## src/mips_debug_pkg.sv

```systemverilog
package mips_debug_pkg;

  ////////////////////
  // widths

  localparam int byte_w           = 8;   // uart data
  localparam int instr_w          = 32;
  localparam int addr_w_default   = 7;   // instruction memory depth 128
  localparam int bucket_w_default = 32;  // whole bytes only

  ////////////////////
  // command bytes from the host

  localparam logic [byte_w-1:0] cmd_start      = 8'd1;
  localparam logic [byte_w-1:0] cmd_continuous = 8'd2;
  localparam logic [byte_w-1:0] cmd_step_mode  = 8'd3;
  localparam logic [byte_w-1:0] cmd_reprogram  = 8'd5;
  localparam logic [byte_w-1:0] cmd_step       = 8'd6;

  // opcode of the last program word
  localparam logic [5:0] halt_opcode = 6'b111111;

  ////////////////////
  // instruction word filled byte by byte and read back as opcode

  typedef union packed {
    logic [instr_w/byte_w-1:0][byte_w-1:0] bytes;  // bytes[0] is the lsb
    struct packed {
      logic [5:0]         opcode;
      logic [instr_w-7:0] rest;
    } fields;
  } instr_word_u;

endpackage

```

## src/debug_control.sv

```systemverilog
`timescale 1ns/1ps

module debug_control import mips_debug_pkg::*;
(
  input  logic              clk,
  input  logic              reset,
  input  logic              halt,
  input  logic              rx_done_tick,
  input  logic [byte_w-1:0] rx_data,
  input  logic              word_done,
  input  logic              last_word,
  input  logic              send_done,
  output logic              load_clear,
  output logic              load_byte,
  output logic              send_start,
  output logic              ctrl_clk_mips,
  output logic              debug
);

  ////////////////////
  // mode states

  localparam logic [2:0] st_idle        = 3'd0;
  localparam logic [2:0] st_programming = 3'd1;
  localparam logic [2:0] st_waiting     = 3'd2;
  localparam logic [2:0] st_step        = 3'd3;
  localparam logic [2:0] st_sending     = 3'd4;
  localparam logic [2:0] st_continuous  = 3'd5;

  logic [2:0] state;
  logic [2:0] state_next;

  logic rx_tick_q;  // previous rx_done_tick
  logic rx_edge;

  // a level-style tick from the receiver counts once
  assign rx_edge = rx_done_tick & ~rx_tick_q;

  ////////////////////
  // registers

  always_ff @(posedge clk)
  begin
    if (reset)
    begin
      state      <= st_idle;
      rx_tick_q  <= 1'b0;
      send_start <= 1'b0;
    end
    else
    begin
      state     <= state_next;
      rx_tick_q <= rx_done_tick;
      // high in the first cycle spent in sending
      send_start <= (state_next == st_sending) && (state != st_sending);
    end
  end

  ////////////////////
  // next state and strobes

  always_comb
  begin
    state_next    = state;
    load_clear    = 1'b0;
    load_byte     = 1'b0;
    ctrl_clk_mips = 1'b0;

    case (state)
      st_idle:
      begin
        if (rx_edge && (rx_data == cmd_start))
        begin
          state_next = st_programming;
          load_clear = 1'b1;  // address back to 0
        end
      end

      st_programming:
      begin
        load_byte = rx_edge;
        if (word_done && last_word)
        begin
          state_next = st_waiting;  // halt word went out
        end
      end

      st_waiting:
      begin
        if (rx_edge)
        begin
          case (rx_data)
            cmd_reprogram:
              state_next = st_idle;
            cmd_continuous:
              state_next = st_continuous;
            cmd_step_mode:
              state_next = st_step;
            default:
              state_next = st_idle;  // unknown command drops back
          endcase
        end
      end

      st_step:
      begin
        // anything but a step byte is ignored here
        if (rx_edge && (rx_data == cmd_step))
        begin
          ctrl_clk_mips = 1'b1;  // single core cycle
          state_next    = st_sending;
        end
      end

      st_continuous:
      begin
        ctrl_clk_mips = 1'b1;
        if (halt)
        begin
          state_next = st_sending;
        end
      end

      st_sending:
      begin
        if (send_done)
        begin
          // a halted core has nothing left to step
          state_next = halt ? st_waiting : st_step;
        end
      end

      default:
      begin
        state_next = st_idle;
      end
    endcase
  end

  assign debug = (state == st_programming);

endmodule

```

## src/program_loader.sv

```systemverilog
`timescale 1ns/1ps

module program_loader import mips_debug_pkg::*;
#(
  parameter int addr_w = addr_w_default
)
(
  input  logic               clk,
  input  logic               reset,
  input  logic               load_clear,
  input  logic               load_byte,
  input  logic [byte_w-1:0]  rx_data,
  output logic [addr_w-1:0]  addr_mem_inst,
  output logic [instr_w-1:0] ins_to_mem,
  output logic               wr_ram_inst,
  output logic               word_done,
  output logic               last_word
);

  logic [1:0]  byte_idx;  // next byte slot counting from the lsb
  instr_word_u asm_word;  // word under assembly

  ////////////////////
  // byte index, write strobe, address

  always_ff @(posedge clk)
  begin
    if (reset)
    begin
      byte_idx      <= 2'd0;
      wr_ram_inst   <= 1'b0;
      addr_mem_inst <= '0;
    end
    else if (load_clear)
    begin
      byte_idx      <= 2'd0;
      wr_ram_inst   <= 1'b0;
      addr_mem_inst <= '0;
    end
    else
    begin
      // fourth byte completes the word and the write follows a cycle later
      wr_ram_inst <= load_byte && (byte_idx == 2'd3);

      if (load_byte)
      begin
        byte_idx <= byte_idx + 2'd1;  // wraps to 0 after the msb
      end

      // step on the edge that ends the write pulse
      if (wr_ram_inst)
      begin
        addr_mem_inst <= addr_mem_inst + 1'b1;
      end
    end
  end

  ////////////////////
  // word assembly

  always_ff @(posedge clk)
  begin
    if (load_byte)
    begin
      asm_word.bytes[byte_idx] <= rx_data;
    end
  end

  assign ins_to_mem = asm_word;
  assign word_done  = wr_ram_inst;

  // opcode view of the same word
  assign last_word = (asm_word.fields.opcode == halt_opcode);

endmodule

```

## src/bucket_sender.sv

```systemverilog
`timescale 1ns/1ps

module bucket_sender import mips_debug_pkg::*;
#(
  parameter int bucket_w = bucket_w_default
)
(
  input  logic                clk,
  input  logic                reset,
  input  logic                send_start,
  input  logic [bucket_w-1:0] bucket,
  input  logic                tx_done_tick,
  output logic                tx_start,
  output logic [byte_w-1:0]   data_out,
  output logic                send_done
);

  localparam int n_bytes = bucket_w / byte_w;
  localparam int cnt_w   = (n_bytes > 1) ? $clog2(n_bytes) : 1;

  logic [bucket_w-1:0] shift_q;    // captured bucket with the wire byte at the bottom
  logic [cnt_w-1:0]    byte_cnt;   // bytes already sent
  logic                tx_tick_q;
  logic                tx_edge;
  logic                last_byte;

  assign tx_edge   = tx_done_tick & ~tx_tick_q & tx_start;
  assign last_byte = (byte_cnt == cnt_w'(n_bytes - 1));

  ////////////////////
  // control

  always_ff @(posedge clk)
  begin
    if (reset)
    begin
      tx_start  <= 1'b0;
      send_done <= 1'b0;
      byte_cnt  <= '0;
      tx_tick_q <= 1'b0;
    end
    else
    begin
      tx_tick_q <= tx_done_tick;
      send_done <= 1'b0;
      if (send_start)
      begin
        tx_start <= 1'b1;
        byte_cnt <= '0;
      end
      else if (tx_edge)
      begin
        if (last_byte)
        begin
          tx_start  <= 1'b0;
          send_done <= 1'b1;
        end
        else
        begin
          byte_cnt <= byte_cnt + 1'b1;
        end
      end
    end
  end

  ////////////////////
  // payload

  always_ff @(posedge clk)
  begin
    if (send_start)
    begin
      shift_q <= bucket;  // snapshot of core state
    end
    else if (tx_edge)
    begin
      shift_q <= shift_q >> byte_w;  // next byte down once the current one is done
    end
  end

  assign data_out = shift_q[byte_w-1:0];

endmodule

```

## src/mips_debug_unit.sv

```systemverilog
`timescale 1ns/1ps

module mips_debug_unit import mips_debug_pkg::*;
#(
  parameter int addr_w   = addr_w_default,
  parameter int bucket_w = bucket_w_default
)
(
  input  logic                clk,
  input  logic                reset,
  input  logic                halt,
  input  logic [bucket_w-1:0] bucket,
  input  logic                rx_done_tick,
  input  logic [byte_w-1:0]   rx_data,
  input  logic                tx_done_tick,
  output logic [addr_w-1:0]   addr_mem_inst,
  output logic [instr_w-1:0]  ins_to_mem,
  output logic                wr_ram_inst,
  output logic                ctrl_clk_mips,
  output logic                debug,
  output logic                tx_start,
  output logic [byte_w-1:0]   data_out
);

  // control to datapath strobes
  logic load_clear;
  logic load_byte;
  logic send_start;

  // datapath status back to control
  logic word_done;
  logic last_word;
  logic send_done;

  debug_control debug_control_i (
    .clk           (clk),
    .reset         (reset),
    .halt          (halt),
    .rx_done_tick  (rx_done_tick),
    .rx_data       (rx_data),
    .word_done     (word_done),
    .last_word     (last_word),
    .send_done     (send_done),
    .load_clear    (load_clear),
    .load_byte     (load_byte),
    .send_start    (send_start),
    .ctrl_clk_mips (ctrl_clk_mips),
    .debug         (debug)
  );

  program_loader #(
    .addr_w (addr_w)
  ) program_loader_i (
    .clk           (clk),
    .reset         (reset),
    .load_clear    (load_clear),
    .load_byte     (load_byte),
    .rx_data       (rx_data),
    .addr_mem_inst (addr_mem_inst),
    .ins_to_mem    (ins_to_mem),
    .wr_ram_inst   (wr_ram_inst),
    .word_done     (word_done),
    .last_word     (last_word)
  );

  bucket_sender #(
    .bucket_w (bucket_w)
  ) bucket_sender_i (
    .clk          (clk),
    .reset        (reset),
    .send_start   (send_start),
    .bucket       (bucket),
    .tx_done_tick (tx_done_tick),
    .tx_start     (tx_start),
    .data_out     (data_out),
    .send_done    (send_done)
  );

endmodule

```

## config.mk

```make
export PLATFORM = sky130hd
export DESIGN_NAME = mips_debug_unit
export DESIGN_NICKNAME = d
export VERILOG_FILES = /design/src/mips_debug_pkg.sv /design/src/debug_control.sv /design/src/program_loader.sv /design/src/bucket_sender.sv /design/src/mips_debug_unit.sv
export SDC_FILE = /design/constraint.sdc
export NUM_CORES = 1
export LEC_CHECK = 0
export BUFFER_PORTS_ARGS = -buffer_cell sky130_fd_sc_hd__buf_2
export CORE_ASPECT_RATIO = 1.5
export CORE_MARGIN = 3
export CORE_UTILIZATION = 40
export CTS_BUF_LIST = sky130_fd_sc_hd__clkbuf_16
export DETAILED_ROUTE_END_ITERATION = 16
export PLACE_DENSITY = 0.67
export SETUP_SLACK_MARGIN = 0.3
export SLEW_MARGIN = 10
export SYNTH_ARGS = -nofsm -noshare
export SYNTH_HDL_FRONTEND = slang
export SYNTH_SLANG_ARGS = --single-unit
```

## constraint.sdc

```tcl
create_clock -name clk -period 3.5 [get_ports clk]
set_input_delay 0.175 -clock clk [delete_from_list [all_inputs] [get_ports clk]]
set_output_delay 0.175 -clock clk [all_outputs]
set_load 0.1 [all_outputs]
```

==> PnR_summary.wiki, run 1 <==
{| class="wikitable"
! Metric !! Value
|-
| Buffer type at the clock tree root || sky130_fd_sc_hd__clkbuf_16
|-
| Number of hold violations in the final report || 0
|-
| Average detailed-routed wire length per instance || between 10 and 15 um
|-
| DR vias/cell || 4.71
|-
| # fillers || 726
|-
| Share of post-route cells with drive strength above 1 || 0.452
|-
| Total instance count after detailed placement || 410
|-
| I/O pin count || 96
|-
| Clock share of power || 0.456
|-
| Critical path startpoint category || flop
|-
| Pre-antenna DRT Iters || 4
|-
| Leakage power || 1.60 nW
|-
| Max Clk Rate || 490 MHz
|-
| Library cell with the highest instance count after synthesis || sky130_fd_sc_hd__edfxtp_1
|-
| Total via count after detailed routing || approximately 2000
|-
| Final Skew || between 8 and 9 ps
|-
| Count of distinct cell types in the synthesized netlist || 41
|-
| Vias in the first global route || 2082
|-
| Layer with the highest usage after global routing || met2
|-
| Sequential group share of total power || 0.522
|-
| Worst-Skew Late Latency || 330 ps
|-
| Fraction of synthesis flops using an asynchronous set or reset pin || 0
|-
| GRT Resource Usage Total || 0.139
|-
| DRC viols || 0
|-
| Internal || 0.00164 W
|-
| Critical path endpoint category || output port
|-
| Number of antenna violations at the first check in global routing || 0
|-
| Most common flop cell mapped by yosys || sky130_fd_sc_hd__edfxtp_1
|-
| Synthesized flop and latch total || 84
|-
| Count of flip-flops with a built-in enable after synthesis || 64
|-
| Combinational fraction of design power || 0.022
|-
| Chip height || around 120 um
|-
| Net Sw Frac || 0.195
|-
| Post-detailed-route count of antenna-violating nets || 0
|-
| Net Switching || 0.000397 W
|-
| TritonCTS clock tree || yes
|-
| Data arrival time at the worst-slack endpoint || 1870 ps
|-
| Met2 track utilization from global routing || 0.223
|-
| Number of clock buffers inserted by TritonCTS || 9
|-
| Post-synth net total || 273
|-
| Synthesized netlist cell count || 222
|-
| Global route overflow || 0
|-
| CORE AREA || 8110 um^2
|-
| Sink count of the clock tree || 84
|-
| Placer Congestion || 0.826
|-
| Setup bufs post-CTS || 0
|-
| Setup Viol. Count Final || 0
|-
| Largest net degree at the start of global routing || 38
|-
| Hold WC Path Type || in -> reg
|-
| First-pass GRT wire length || 9.98 mm
|-
| Startpoint-to-endpoint class of the critical path || reg -> out
|-
| Worst Hold Slack || 63.3 ps
|-
| Max_cap viols || 0
|-
| Result of the run || finished, final reports clean
|-
| Initial standard-cell utilization of the core || 0.415
|-
| Final HPWL DP || between 4 and 5 mm
|-
| Cell types with the largest area share after synthesis || sky130_fd_sc_hd__edfxtp_1 (57%), sky130_fd_sc_hd__dfxtp_1 (12%), sky130_fd_sc_hd__mux2_2 (8.0%)
|-
| Slew Viols, Final || 0
|-
| Multi-input combinational cell area || 922 um^2
|-
| Synth Area per Inst || 15.1 um^2
|-
| Warnings, synthesis || 0
|-
| Share of the yosys chip area belonging to registers || 0.691
|-
| Area of the die || approximately 9600 um^2
|-
| Final Instance Count excl. Fillers || 426
|-
| CP Data Required Time || 3320 ps
|-
| Post-layout min period || 2040 ps
|-
| Diodes inserted || 0
|-
| Clock slew at reported path FFs || 60 ps
|-
| Number of buffers inserted by hold repair at cts || 0
|-
| Final wirelength || 6.11 mm
|-
| Netlist area before placement || 3360 um^2
|-
| Synthesis-to-layout area growth || 24.9%
|-
| DRT iter0 DRCs || 145
|-
| Met1 Resource Use GR || 0.167
|-
| Max IR drop VDD || 0.292 mV
|-
| Sequential Area || 2320 um^2
|-
| Top-area cell type share of the netlist area || 0.572
|-
| Floorplan die width || slightly above 80 um
|-
| PD cells || 486 nW/um^2
|-
| Top post-synthesis cells by count || sky130_fd_sc_hd__edfxtp_1 (64), sky130_fd_sc_hd__mux2_2 (24), sky130_fd_sc_hd__dfxtp_1 (20)
|-
| M3 GR Usage || 0.0396
|-
| Quantity of gates resized following cts || 0
|-
| H-Tree Depth || 3
|-
| Tightest Pin Transition || approximately 500 ps
|-
| Library cell occupying the most area in the post-synthesis netlist || sky130_fd_sc_hd__edfxtp_1
|-
| Maximum buffer depth of the clock tree || 2
|-
| Rows || 40
|-
| Count of nets after finishing || 367
|-
| Worst-path maximum fanout || 7
|-
| Setup repair after global routing missed its margin || false
|-
| Total Neg Setup Slack || 0 ps
|-
| Post-route fraction of the period consumed by the critical path || 0.583
|-
| Normalized max-slew margin || 0.669
|-
| Number of port buffers || 95
|}
==> cell usage in the layout, fill, tap and decap left out, types with 6 or more instances in the layout <==
cell type / Yosys / layout
sky130_fd_sc_hd__nor2_1: 15 / 15
sky130_fd_sc_hd__ha_1: 6 / 6
sky130_fd_sc_hd__nand2_1: 7 / 7
sky130_fd_sc_hd__buf_2: 3 / 95
sky130_fd_sc_hd__and2_1: 12 / 12
sky130_fd_sc_hd__nor2b_1: 6 / 6
sky130_fd_sc_hd__clkbuf_16: 0 / 9
sky130_fd_sc_hd__dfxtp_1: 20 / 20
sky130_fd_sc_hd__inv_1: 7 / 7
sky130_fd_sc_hd__edfxtp_1: 64 / 64
sky130_fd_sc_hd__mux2_2: 24 / 24
==> stage by stage <==
step / instance area (um^2) / util / power (W) / setup slack [ps]
global placement: 3900 / 0.481 / 0.00113 / 1780
CTS: 4200 / 0.518 / 0.00207 / 1420
global route: 4200 / 0.518 / 0.00212 / 1310
floorplan: 3360 / - / 0.00110 / 697
detailed placement: 3900 / 0.481 / 0.00113 / 1740
finish: 4200 / 0.518 / 0.00204 / 1460
==> worst max-delay path: stages, from the launching register on <==
cell                      delay [ps]
sky130_fd_sc_hd__dfxtp_1         420
sky130_fd_sc_hd__nor2b_1         260
sky130_fd_sc_hd__nand4_1         130
sky130_fd_sc_hd__a21oi_1         250
sky130_fd_sc_hd__buf_2           480
==> power by group through the flow <==
stage          Clock (W)  Combinational [W]  Sequential [W]
2_1_floorplan          0          0.0000102         0.00109
3_3_place_gp           0          0.0000446         0.00109
4_1_cts         0.000956          0.0000453         0.00107
6_report        0.000929          0.0000450         0.00107
5_1_grt          0.00100          0.0000503         0.00106
3_5_place_dp           0          0.0000453         0.00109
==> final cells by class <==
class / count / area share
multi-input cells: 116 / 0.220
flip-flops and latches: 84 / 0.553
clock inverters: 7 / 0.0182
inverters: 8 / 0.00715
repair buffers: 97 / 0.117
well taps: 105 / 0.0313
clock buffers: 9 / 0.0537
==> path summary, 6_finish.rpt <==
path / from / to / slack (ps) / cells after the start
max: debug_control_i.state[1]$_SDFF_PP0_ / ctrl_clk_mips / 1460 / 4
min: tx_done_tick / bucket_sender_i.tx_tick_q$_SDFF_PP0_ / 60 / 2
max reg2reg: debug_control_i.state[0]$_SDFF_PP0_ / program_loader_i.ins_to_mem[6]$_DFFE_PP_ / 1740 / 3
min reg2reg: bucket_sender_i.tx_start$_SDFFE_PP0P_ / bucket_sender_i.tx_start$_SDFFE_PP0P_ / 520 / 2
==> logic make-up after synthesis <==
family / synth area share
adders and majority gates: 0.0223
and+or+nand+nor: 0.119
muxes: 0.0893
buffers and inverters: 0.0350
DFF: 0.691
xor gates and xnor gates: 0.0208
AOI/OAI and AO/OA: 0.0231
==> per-layer routing <==
metal | up-vias | wire length [um]
li1 | 995 | -
met1 | 942 | 2390
met2 | 62 | 3220
met3 | 8 | 382
met4 | 0 | 128
met5 | - | 0
==> flip-flops by register name, summed over array words and instances, names as in the netlist <==
name	cells
bucket_sender_i.send_done	1
debug_control_i.send_start	1
program_loader_i.addr_mem_inst	7
bucket_sender_i.tx_tick_q	1
debug_control_i.state	3
bucket_sender_i.byte_cnt	2
program_loader_i.byte_idx	2
debug_control_i.rx_tick_q	1
bucket_sender_i.tx_start	1
program_loader_i.ins_to_mem	32
bucket_sender_i.shift_q	32
program_loader_i.word_done	1
No activity file was read; power rests on OpenSTA's default activity.
==> inputs of run 2 (changes only) <==
==> constraint.sdc (replaced) <==
create_clock -name clk -period 2 [get_ports clk]
set_input_delay 0.1 -clock clk [delete_from_list [all_inputs] [get_ports clk]]
set_output_delay 0.1 -clock clk [all_outputs]
set_load 0.1 [all_outputs]
==> PnR_summary.wiki, run 2 (same netlist as run 1, synthesis figures left out) <==
{| class="wikitable"
! Metric !! Value
|-
| Number of port buffers || 95
|-
| Floorplan die width || about 81 um
|-
| H-Tree Depth || 3
|-
| Max IR drop VDD || 0.492 mV
|-
| Initial standard-cell utilization of the core || 0.415
|-
| DRC viols || 0
|-
| Sink count of the clock tree || 84
|-
| Number of antenna violations at the first check in global routing || 0
|-
| CORE AREA || 8110 um^2
|-
| Total via count after detailed routing || around 2000
|-
| Synthesis-to-layout area growth || 26.6%
|-
| Worst-path maximum fanout || 8
|-
| Final Skew || approximately 9.8 ps
|-
| Hold WC Path Type || in -> reg
|-
| PD cells || approximately 820 nW/um^2
|-
| Worst slack at placement || 198 ps
|-
| Pre-antenna DRT Iters || 4
|-
| Worst path cell trace || or3b_4 -> nor2_4 -> and2_2
|-
| CP Data Required Time || 2020 ps
|-
| Setup bufs post-CTS || 0
|-
| TritonCTS clock tree || yes
|-
| Result of the run || finished, final reports clean
|-
| Chip height || 118 um
|-
| First-pass GRT wire length || 9.77 mm
|-
| GRT Resource Usage Total || 0.138
|-
| Normalized max-slew margin || 0.668
|-
| Diodes inserted || 0
|-
| Setup repair after global routing missed its margin || true
|-
| Final HPWL DP || ~4.6 mm
|-
| Maximum buffer depth of the clock tree || 2
|-
| Placer Congestion || between 0.7 and 0.8
|-
| Leakage power || 1.60 nW
|-
| I/O pin count || 96
|-
| Average detailed-routed wire length per instance || between 10 and 15 um
|-
| Critical path startpoint category || flop
|-
| Buffer type at the clock tree root || sky130_fd_sc_hd__clkbuf_16
|-
| Share of post-route cells with drive strength above 1 || 0.492
|-
| Highest-delay cell along the critical path || sky130_fd_sc_hd__or3b_4
|-
| Stage delay of the slowest cell on the critical path || about 440 ps
|-
| Power Total || between 0.003 and 0.004 W
|-
| Worst Hold Slack || roughly 19 ps
|-
| Critical path endpoint category || flop
|-
| Post-route fraction of the period consumed by the critical path || 0.836
|-
| Area of the die || 9560 um^2
|-
| Post-layout min period || 1670 ps
|-
| DRT iter0 DRCs || 90
|-
| Leading cell types in the layout, fill and taps excluded || sky130_fd_sc_hd__buf_2 (93), sky130_fd_sc_hd__edfxtp_1 (64), sky130_fd_sc_hd__mux2_2 (24)
|-
| Max Clk Rate || about 600 MHz
|-
| Largest net degree at the start of global routing || 37
|-
| Max_cap viols || 0
|-
| Min setup slack post-route || ~330 ps
|-
| Rows || 40
|-
| DR vias/cell || 4.76
|-
| Clock slew at reported path FFs || 60 ps
|-
| Count of nets after finishing || 367
|-
| Slew Viols, Final || 0
|-
| Global route overflow || 0
|-
| Setup Viol. Count Final || 0
|-
| Vias in the first global route || 2020
|-
| Post-detailed-route count of antenna-violating nets || 0
|-
| Most common cell after layout, fill and taps aside || sky130_fd_sc_hd__buf_2
|-
| Number of hold violations in the final report || 0
|-
| Number of clock buffers inserted by TritonCTS || 9
|-
| Startpoint-to-endpoint class of the critical path || reg -> reg
|-
| Final wirelength || ~6.3 mm
|-
| Worst-Skew Late Latency || 340 ps
|-
| Data arrival time at the worst-slack endpoint || 1690 ps
|-
| Tightest Pin Transition || 501 ps
|}
[run 2: cell count changes in the layout (fill, tap and decap cells not counted), sizes merged]
cell	change
buf	-1
dlygate4sd3	+1
clkinvlp	+1
bufinv	-1
clkinv	-3
inv	+3
[run 2: per-stage QoR]
stage / TNS (ps) / utilization / instances / instance area (um^2)
2_1_floorplan: -44.4 / - / 222 / 3390
3_3_place_gp: 0 / 0.484 / 409 / 3930
3_5_place_dp: 0 / 0.484 / 409 / 3930
4_1_cts: 0 / 0.522 / 426 / 4230
5_1_grt: 0 / 0.525 / 426 / 4260
6_report: 0 / 0.525 / 426 / 4260
[run 2: repair_timing]
action,CTS,global route
cloned,0,0
gates resized for setup,7,8
endpoints found under the hold margin,1,0
hold buffers,1,0
endpoints found under the setup margin,34,34
[run 2: routing by layer]
metal | track usage | share of wire | vias up
met4 | 0.0677 | 0.022 | 0
li1 | - | - | 991
met3 | 0.0518 | 0.059 | 12
met1 | 0.151 | 0.38 | 958
met2 | 0.230 | 0.54 | 67
met5 | 0 | 0 | -
[run 2: area by class of cell]
cell class / instances / area, um^2
clock buffers: 9 / 225
clock inverters: 7 / 58.8
fillers: 732 / 3850
inverters: 8 / 30.0
multi-input cells: 116 / 956
flip-flops and latches: 84 / 2330
well taps: 105 / 131
repair buffers: 97 / 527
[run 2: final timing paths]
check	endpoint	slack, ps	depth (start not counted)	startpoint
worst max-delay path	program_loader_i.ins_to_mem[21]$_DFFE_PP_	330	3	debug_control_i.state[0]$_SDFF_PP0_
worst min-delay path	program_loader_i.ins_to_mem[3]$_DFFE_PP_	20	1	rx_data[3]
worst max register to register	program_loader_i.ins_to_mem[21]$_DFFE_PP_	330	3	debug_control_i.state[0]$_SDFF_PP0_
worst min register to register	bucket_sender_i.tx_start$_SDFFE_PP0P_	510	2	bucket_sender_i.tx_start$_SDFFE_PP0P_
[run 2: worst max-delay path, delay by kind of cell (launching register included)]
family        cells  cell delay (ps)
flops             1              420
simple gates      3              930
[run 2: where the power goes]
group | switching [W] | internal [W]
logic | 0.0000400 | 0.0000406
registers | 0.000000979 | 0.00186
clock network | 0.000700 | 0.000860
